`src/common/lenet_config.svh`:
```
`ifndef LENET_CONFIG_SVH
`define LENET_CONFIG_SVH

// One weight per position of the 5x5 kernel.
`define LENET_TAPS 25

// 25 products of at most 16 bits plus a 16-bit bias need 21 bits.
`define LENET_ACC_W 21

// Right shift that maps the window sum onto the 8-bit activation range.
`define LENET_OUT_SHIFT 8

`endif

```
`src/common/lenet_pkg.sv`:
```
`default_nettype none

`include "lenet_config.svh"

package lenet_pkg;

    typedef logic [7:0]  pixel_t;
    typedef logic [7:0]  weight_t;
    typedef logic [15:0] product_t;
    typedef logic [15:0] bias_t;
    typedef logic [4:0]  tap_t;

    typedef logic [`LENET_ACC_W-1:0] acc_t;

    // One pixel on its way from the control unit into the MAC pipeline.
    typedef struct packed {
        pixel_t pix;
        bias_t  bias;  // Only meaningful on the first beat.
        logic   first;
        logic   last;
        logic   valid;
    } conv_beat_t;

    typedef enum logic {
        IDLE,
        RUN
    } ctrl_state_t;

endpackage

`default_nettype wire

```
`src/conv/conv_ctrl.sv`:
```
`timescale 1ns/100ps
`default_nettype none

`include "lenet_config.svh"

module conv_ctrl import lenet_pkg::*; (
    input  logic       clk,
    input  logic       rst,
    input  logic       start,
    input  logic       pix_valid,
    input  pixel_t     pix,
    input  bias_t      bias,
    output logic       busy,
    output tap_t       tap,
    output conv_beat_t beat
);

    ctrl_state_t state;
    logic        last_tap;
    logic        take;

    assign last_tap = (tap == tap_t'(`LENET_TAPS - 1));
    assign take     = (state == RUN) && pix_valid;

    always_ff @(posedge clk) begin
        if (rst) begin
            state <= IDLE;
            tap   <= '0;
        end else begin
            case (state)
                IDLE: begin
                    if (start) begin
                        state <= RUN;
                    end
                    tap <= '0;
                end
                RUN: begin
                    if (pix_valid) begin
                        if (last_tap) begin
                            state <= IDLE;  // A new start is welcome next cycle.
                            tap   <= '0;
                        end else begin
                            tap <= tap + 1'b1;
                        end
                    end
                end
                default: begin
                    state <= IDLE;
                    tap   <= '0;
                end
            endcase
        end
    end

    assign busy = (state == RUN);

    // The beat leaves in the same cycle as the strobe, so the weight read
    // through tap lines up with it.
    always_comb begin
        beat.pix   = pix;
        beat.bias  = bias;
        beat.first = take && (tap == '0);
        beat.last  = take && last_tap;
        beat.valid = take;
    end

endmodule

`default_nettype wire

```
`src/conv/conv_mac.sv`:
```
`timescale 1ns/100ps
`default_nettype none

module conv_mac import lenet_pkg::*; (
    input  logic       clk,
    input  logic       rst,
    input  conv_beat_t beat,
    input  weight_t    weight,
    output acc_t       sum,
    output logic       done
);

    product_t prod;
    product_t prod_q;
    bias_t    bias_q;
    logic     valid_q;
    logic     first_q;
    logic     last_q;

    lenet_xwyf_16 mul0 (
        .x (beat.pix),
        .y (weight),
        .z (prod)
    );

    // Stage one.
    always_ff @(posedge clk) begin
        if (rst) begin
            valid_q <= 1'b0;
            first_q <= 1'b0;
            last_q  <= 1'b0;
        end else begin
            valid_q <= beat.valid;
            first_q <= beat.first;
            last_q  <= beat.last;
        end
    end

    always_ff @(posedge clk) begin
        if (beat.valid) begin
            prod_q <= prod;
            bias_q <= beat.bias;
        end
    end

    // Stage two. The first product of a window restarts the sum from the bias.
    always_ff @(posedge clk) begin
        if (rst) begin
            sum  <= '0;
            done <= 1'b0;
        end else begin
            if (valid_q) begin
                sum <= (first_q ? acc_t'(bias_q) : sum) + acc_t'(prod_q);
            end
            done <= valid_q && last_q;
        end
    end

endmodule

`default_nettype wire

```
`src/conv/conv_weight_mem.sv`:
```
`timescale 1ns/100ps
`default_nettype none

`include "lenet_config.svh"

module conv_weight_mem import lenet_pkg::*; (
    input  logic    clk,
    input  logic    rst,
    input  logic    we,
    input  tap_t    waddr,
    input  weight_t wdata,
    input  tap_t    raddr,
    output weight_t rdata
);

    weight_t mem [`LENET_TAPS];

    // Reset clears the whole kernel to zero.
    always_ff @(posedge clk) begin
        if (rst) begin
            for (int i = 0; i < `LENET_TAPS; i++) begin
                mem[i] <= '0;
            end
        end else if (we && (waddr < `LENET_TAPS)) begin
            mem[waddr] <= wdata;
        end
    end

    // The tap index only ever counts to 24, but the address is 5 bits wide.
    assign rdata = (raddr < `LENET_TAPS) ? mem[raddr] : '0;

endmodule

`default_nettype wire

```
`src/hw/lenet_conv_top.sv`:
```
`timescale 1ns/100ps
`default_nettype none

module lenet_conv_top import lenet_pkg::*; (
    input  logic    clk,
    input  logic    rst,

    input  logic    w_we,
    input  tap_t    w_addr,
    input  weight_t w_data,

    input  logic    start,
    input  logic    pix_valid,
    input  pixel_t  pix,
    input  bias_t   bias,

    output logic    busy,
    output logic    out_valid,
    output pixel_t  out_pix,
    output acc_t    out_sum
);

    tap_t       tap;
    weight_t    weight;
    conv_beat_t beat;
    acc_t       sum;
    logic       done;

    conv_weight_mem wmem0 (
        .clk   (clk),
        .rst   (rst),
        .we    (w_we),
        .waddr (w_addr),
        .wdata (w_data),
        .raddr (tap),
        .rdata (weight)
    );

    // Window sequencing and beat tagging.
    conv_ctrl ctrl0 (
        .clk       (clk),
        .rst       (rst),
        .start     (start),
        .pix_valid (pix_valid),
        .pix       (pix),
        .bias      (bias),
        .busy      (busy),
        .tap       (tap),
        .beat      (beat)
    );

    conv_mac mac0 (
        .clk    (clk),
        .rst    (rst),
        .beat   (beat),
        .weight (weight),
        .sum    (sum),
        .done   (done)
    );

    out_quant quant0 (
        .clk       (clk),
        .rst       (rst),
        .sum       (sum),
        .done      (done),
        .out_valid (out_valid),
        .out_pix   (out_pix),
        .out_sum   (out_sum)
    );

endmodule

`default_nettype wire

```
`src/hw/lenet_xwyf_16.sv`:
```
`timescale 1ns/100ps
`default_nettype none

module lenet_xwyf_16 import lenet_pkg::*; (
    input  pixel_t   x,
    input  weight_t  y,
    output product_t z
);

    weight_t    pp [8];
    logic [12:0] row_a;
    logic [12:0] row_b;
    logic [12:0] row_c;
    logic [12:0] row_d;
    logic [13:0] row_g;
    logic [14:0] row_h;

    // Row i is the weight gated by pixel bit i.
    always_comb begin
        for (int i = 0; i < 8; i++) begin
            pp[i] = y & {8{x[i]}};
        end
    end

    // The low rows are never summed exactly. Pairs of partial-product bits that
    // share a column are folded into single XOR, OR or AND terms instead.
    assign row_a = {
        pp[5][7],
        pp[4][6] & pp[5][5],
        pp[3][7],
        pp[2][6] & pp[3][5],
        pp[0][7] | pp[1][6],
        pp[2][4] | pp[3][3],
        1'b0,
        pp[4][1] | pp[5][0],
        pp[0][4] ^ pp[1][3],
        pp[0][2] ^ pp[1][1],
        3'b000
    };

    assign row_b = {
        1'b0,
        pp[4][7] & pp[5][6],
        pp[4][5] & pp[5][4],
        pp[2][7] | pp[3][6],
        pp[1][7],
        pp[2][5] | pp[3][4],
        2'b00,
        pp[2][2] ^ pp[3][1],
        4'b0000
    };

    assign row_c = {
        1'b0,
        pp[4][7] | pp[5][6],
        pp[4][6] ^ pp[5][5],
        pp[4][4] & pp[5][3],
        pp[2][6] ^ pp[3][5],
        pp[4][2] | pp[5][1],
        7'b0000000
    };

    assign row_d = {
        3'b000,
        pp[4][5] ^ pp[5][4],
        pp[4][4] ^ pp[5][3],
        pp[4][3] | pp[5][2],
        7'b0000000
    };

    // The two top rows are kept exact.
    assign row_g = {pp[6], 6'b000000};
    assign row_h = {pp[7], 7'b0000000};

    assign z = product_t'(row_g) + product_t'(row_h) + product_t'(row_a)
             + product_t'(row_b) + product_t'(row_c) + product_t'(row_d);

endmodule

`default_nettype wire

```
`src/hw/out_quant.sv`:
```
`timescale 1ns/100ps
`default_nettype none

`include "lenet_config.svh"

module out_quant import lenet_pkg::*; #(
    parameter int OUT_SHIFT = `LENET_OUT_SHIFT
) (
    input  logic   clk,
    input  logic   rst,
    input  acc_t   sum,
    input  logic   done,
    output logic   out_valid,
    output pixel_t out_pix,
    output acc_t   out_sum
);

    acc_t   shifted;
    pixel_t sat;

    assign shifted = sum >> OUT_SHIFT;
    // Anything above the low byte clips to full scale.
    assign sat = (|shifted[$bits(acc_t)-1:$bits(pixel_t)]) ? '1 : shifted[$bits(pixel_t)-1:0];

    always_ff @(posedge clk) begin
        if (rst) begin
            out_valid <= 1'b0;
        end else begin
            out_valid <= done;
        end
    end

    always_ff @(posedge clk) begin
        if (done) begin
            out_pix <= sat;
            out_sum <= sum;  // Raw sum kept for checking.
        end
    end

endmodule

`default_nettype wire

```
`config.mk`:
```
export PLATFORM = sky130hd
export DESIGN_NAME = lenet_conv_top
export DESIGN_NICKNAME = d
export VERILOG_FILES = /design/src/common/lenet_pkg.sv /design/src/conv/conv_ctrl.sv /design/src/conv/conv_mac.sv /design/src/conv/conv_weight_mem.sv /design/src/hw/lenet_conv_top.sv /design/src/hw/lenet_xwyf_16.sv /design/src/hw/out_quant.sv
export VERILOG_INCLUDE_DIRS = /design/src /design/src/common
export SDC_FILE = /design/constraint.sdc
export NUM_CORES = 1
export LEC_CHECK = 0
export BUFFER_PORTS_ARGS = -buffer_cell sky130_fd_sc_hd__buf_2
export CAP_MARGIN = 20
export CORE_MARGIN = 10
export CORE_UTILIZATION = 44
export CTS_BUF_LIST = sky130_fd_sc_hd__clkbuf_16
export DETAILED_ROUTE_END_ITERATION = 7
export GPL_TIMING_DRIVEN = 1
export HOLD_SLACK_MARGIN = 0.02
export MAX_ROUTING_LAYER = met4
export PLACE_DENSITY_LB_ADDON = 0.3
export SLEW_MARGIN = 20
export SYNTH_ARGS = -nofsm -noshare
export SYNTH_HDL_FRONTEND = slang
export SYNTH_SLANG_ARGS = --single-unit
```
`constraint.sdc`:
```
create_clock -name clk -period 7.1 [get_ports clk]
set_clock_uncertainty 0.2 [all_clocks]
set_input_delay 0.355 -clock clk [delete_from_list [all_inputs] [get_ports clk]]
set_output_delay 0.355 -clock clk [all_outputs]
set_load 0.005 [all_outputs]
```
After elaboration in Yosys (flattened, before gate mapping)
Memories as Yosys holds them, arrays and structs flattened. A register that Yosys moved wholly into a read port is not among the register bits.
Cells that the tools add are included.
Widths: inputs -> output; s select.
- register bits: 93
- memory bits (writable): 200
- bits of input ports: 42
- output and inout port bits: 31
- word-level logic and storage cells: 80
- memories kept: 1
- add/sub/neg operators: 7
- $lt $le $gt $ge: 2
- eq/ne operators: 2
- multiplexer cells: 19
- bitwise operators: 29
- reductions and logical operators: 8
- memories (memory ; words ; width ; read ports ; clocked after memory_dff ; write ports ; line ; text):
    wmem0.mem ; 25 ; 8 ; 1 ; 1 ; 25 ; conv_weight_mem.sv:16 ; weight_t mem [`LENET_TAPS];
- operators with widths (cell ; count):
    $and 8x8->8 ; 8
    $add 16x12->16 ; 2
    $mux 5 ; 5
    $add 21x16->21 ; 1
    $mux 21 ; 1
    $add 14x15->16 ; 1
    $add 16x10->16 ; 1
    $add 16x13->16 ; 1
    $mux 8 ; 2
    $lt 5x5->1 const B ; 2
    $pmux 5 s2 ; 1
    $mux 1 ; 9
    $or 1x1->1 ; 8
    $reduce_or 8->1 ; 1
    $xor 1x1->1 ; 7
    $add 5x1->5 const B ; 1
    $and 1x1->1 ; 5
    $eq 5x5->1 const B ; 1
    $logic_and 1x1->1 ; 5
    $logic_not 5->1 ; 1
    $reduce_or 5->1 ; 1
    $ne 2x2->1 const B ; 1
    $pmux 1 s2 ; 1
    $not 1->1 ; 1

Longest topological paths before layout
- depth in word-level cells: 8
- depth in mapped cells: 24
- mapped depth without buffers: 19

By module
From an unflattened synthesis, not the netlist that was laid out.
- cells, all modules: 1231
- area, all modules: 15114.5 sq um
- by module, submodules not included (module ; times used ; cells an instance ; area each (sq um) ; seq. area each (sq um)):
    conv_weight_mem ; 1 ; 709 ; 9461.6 ; 6005.8
    conv_mac ; 1 ; 259 ; 2864.0 ; 1461.4
    lenet_xwyf_16 ; 1 ; 149 ; 1286.2 ; 0.0
    out_quant ; 1 ; 50 ; 984.7 ; 890.9
    conv_ctrl ; 1 ; 64 ; 518.0 ; 120.1

Worst setup path after synthesis
OpenSTA, ideal clock, no wires.
- kind: register -> register
- start point: register with a tool-made name
- end point: register mac0.prod_q[14], data pin
- library setup time: 0.135 ns
- arrival: 5.091 ns
- required time: 6.765 ns
- path slack: 1.674 ns
- stages on the path, launching flop included: 18
- buffers on the path: 2
- clock period less this slack: 5.426 ns
- path through: dfxtp_1 > buf_6 > buf_6 > mux4_2 > mux4_2 > mux2i_4 > nor3_1 > ha_1 > fa_1 > fa_1 > fa_1 > ha_1 > and3b_1 > o21a_1 > o21ai_0 > a21boi_0 > or4_1 > nand3_1
- RTL lines (element ; line ; text):
    end signal: assignment ; conv_mac.sv:41 ; prod_q <= prod;
    end: declaration ; conv_mac.sv:14 ; product_t prod_q;

==> flow_summary_export.csv <==
group,metric,value,unit
outcome,status,"finished clean",
finish,design_area,19400,um2
synth,async_flop_share,0,%
grt,grt_pass1_vias,10100,
synth,synth_top_area_share,55.9,%
synth,ys_top_cells_by_count,"edfxtp_1, and2_1, nor2_1",
timing,hold_viol_final,0,
routing,avgViaCountPerCell,5.29,
clock_network,ctsResizeCount,0,
synth,avgSynthCellArea,13.9,um2
grt,antenna_found_initial,1,
pwr,leakage,7.04,nW
clock_network,hold_buffers,18,
worst_setup_path,endpoint_kind,"flip-flop",
worst_setup_path,crit_arrival,6.24,ns
floorplanning,dieArea,46500,um2
worst_setup_path,crit_type,"flip-flop to flip-flop",
clock_network,cts_made_buffers,38,
timing,max_freq,165,MHz
clock_network,clk_pin_slew_worst_paths,0.06,ns
pwr,ir_drop,176,uV
timing,hold_slack,0.110,ns
timing,period_share,85.3,%
clock_network,clk_root_buffer_cell,"clkbuf_16",
clock_network,clock-sinks,351,
timing,rsz0062_at_grt,"false",
routing,drtIter0Drc,809,
routing,postRouteAntennaNets,0,
synth,netlist_area,16900,um2
finish,fillers,3210,
pwr,finalPower,4.89,mW
grt,grt.total_usage,16.3,%
floorplanning,num_io_pins,73,
synth,synth_cell_types,70,
hold_path,hold_path.class,"input port to flip-flop",
synth,synthCells,1211,
clock_network,cts_tree,"yes",
worst_setup_path,cp.required,7.29,ns
finish,syn_to_final_growth,14.9,%
synth,synth_edf_count,314,
timing,fin_ws,1.04,ns
synth,yosysMostFrequentCell,"edfxtp_1",
grt,overflow,0,
synth,synth-seq-cells,351,
routing,drc,0,
timing,max_slew_margin,25.7,%
timing,finalSetupViolCount,0,
floorplanning,row_count,71,
clock_network,post_cts_buffers,0,
floorplanning,coreArea,37800,um2
routing,wl,37000,um
timing,fin_setup_tns,0,ns
grt,grt_pass1_wl,58000,um
worst_setup_path,critPathLaunchType,"flip-flop",
place,dp_hpwl,24900,um
grt,grt_start_max_net_pins,34,
clock_network,clk-insertion-delay-late,0.54,ns
job,cap_violations,0,
place,place_ws,1.04,ns
clock_network,ctsHtreeMaxLevel,2,
place,place.gp.congestion,0.855,
floorplanning,die_height,216,um
timing,worstMarginPinSlew,1.11,ns
synth,synth_area_leaders,"edfxtp_1, and2_1, mux4_2, dfxtp_1, ha_1",
place,placed_area,18000,um2
place,io_buffer_count,72,
worst_setup_path,rrSetupSlack,1.04,ns
floorplanning,start_util,44.6,%
routing,dr.pass1.iters,6,
finish,drive_gt1_share,16.8,%
routing,vias,10000,
pwr,power-per-cell-area,253,nW/um2
synth,synth_warnings,0,
floorplanning,die_w,216,um
synth,yosysTopAreaCell,"edfxtp_1",
synth,ys.flop_type,"edfxtp_1",
synth,yosysSeqAreaShare,60.3,%
clock_network,cts_max_path_buffers,3,
timing,slew_violations,0,
finish,fin_nets,1456,
routing,wl_per_cell,19.5,um
timing,min_period,6.06,ns
worst_setup_path,cp_max_fo,18,
## kinds of logic after synthesis
group	share of synthesized area (%)
and+or+nand+nor	13.8
xor gates and xnor gates	0.416
adders and majority gates	5.12
buffers and inverters	3.09
AOI/OAI and AO/OA	5.82
other	0.0222
muxes	11.4
DFF	60.3
## layout by cell type, fill, tap and decap left out, drive strengths merged, types with 36 or more instances in the layout
cell	netlist	layout
buf	24	97
conb	1	56
mux2i	36	36
dfxtp	37	37
ha	37	37
edfxtp	314	314
clkbuf	40	38
nor2	65	65
nand2	54	54
inv	52	60
mux4	60	60
and2	206	206
## worst max-delay path, stage by stage, from the launching register on
cell	delay, ns
dfxtp_4	0.47
buf_4	0.33
mux4_2	0.54
mux4_2	0.46
mux2i_1	0.35
nor2_1	0.19
a22o_1	0.31
fa_1	0.55
fa_1	0.44
fa_1	0.49
ha_1	0.35
and3b_1	0.21
o21a_1	0.18
o21ai_0	0.19
a21boi_0	0.16
or4_1	0.41
nand3_1	0.09
## flip-flops by register name, indices dropped and copies added, names as in the netlist, named ones only
signal,flops
ctrl0.busy,1
mac0.first_q,1
mac0.sum,18
quant0.out_sum,21
quant0.out_valid,1
mac0.done,1
mac0.valid_q,1
quant0.out_pix,8
mac0.last_q,1
mac0.bias_q,16
ctrl0.tap,5
wmem0.mem,256
mac0.prod_q,13
## path summary, 6_finish.rpt
check                                from                 to  cells past startpoint
worst min-delay path               pix[1]     mac0.prod_q[3]                      3
worst min register to register  flip-flop  quant0.out_sum[1]                      0
worst max-delay path            flip-flop    mac0.prod_q[14]                     16
worst max register to register  flip-flop    mac0.prod_q[14]                     16
## final cells by class
| cell class | count | area, um2 | area share [%] |
|---|---|---|---|
| Tap cell | 511 | 639 | 3.30 |
| Clock inverter | 31 | 269 | 1.39 |
| Timing Repair Buffer | 115 | 766 | 3.95 |
| Multi-Input combinational cell | 799 | 6370 | 32.9 |
| Antenna cell | 1 | 2.50 | 0.0129 |
| Sequential cell | 351 | 10200 | 52.5 |
| Clock buffer | 38 | 951 | 4.91 |
| Inverter | 52 | 195 | 1.01 |
## power by group
group	total (mW)	switching (mW)	internal, mW
Combinational	0.536	0.305	0.231
Clock	1.93	0.804	1.13
Sequential	2.43	0.0418	2.38
Total	4.89	1.15	3.74
## routing by layer
layer / up-vias / part of all wire (%) / global-route usage, %
met4: 0 / 1.8 / 4.29
li1: 4741 / - / -
met1: 4940 / 43 / 20.7
met3: 55 / 5.8 / 2.98
met2: 312 / 49 / 26.6
met5: - / 0 / -
## stage by stage
step,cells,utilization [%]
6_report,1898,51.3
5_1_grt,1898,51.3
4_1_cts,1897,51.3
3_5_place_dp,1810,47.6
3_3_place_gp,1810,47.6
2_1_floorplan,1266,-
(Power assumes the default switching activity.)
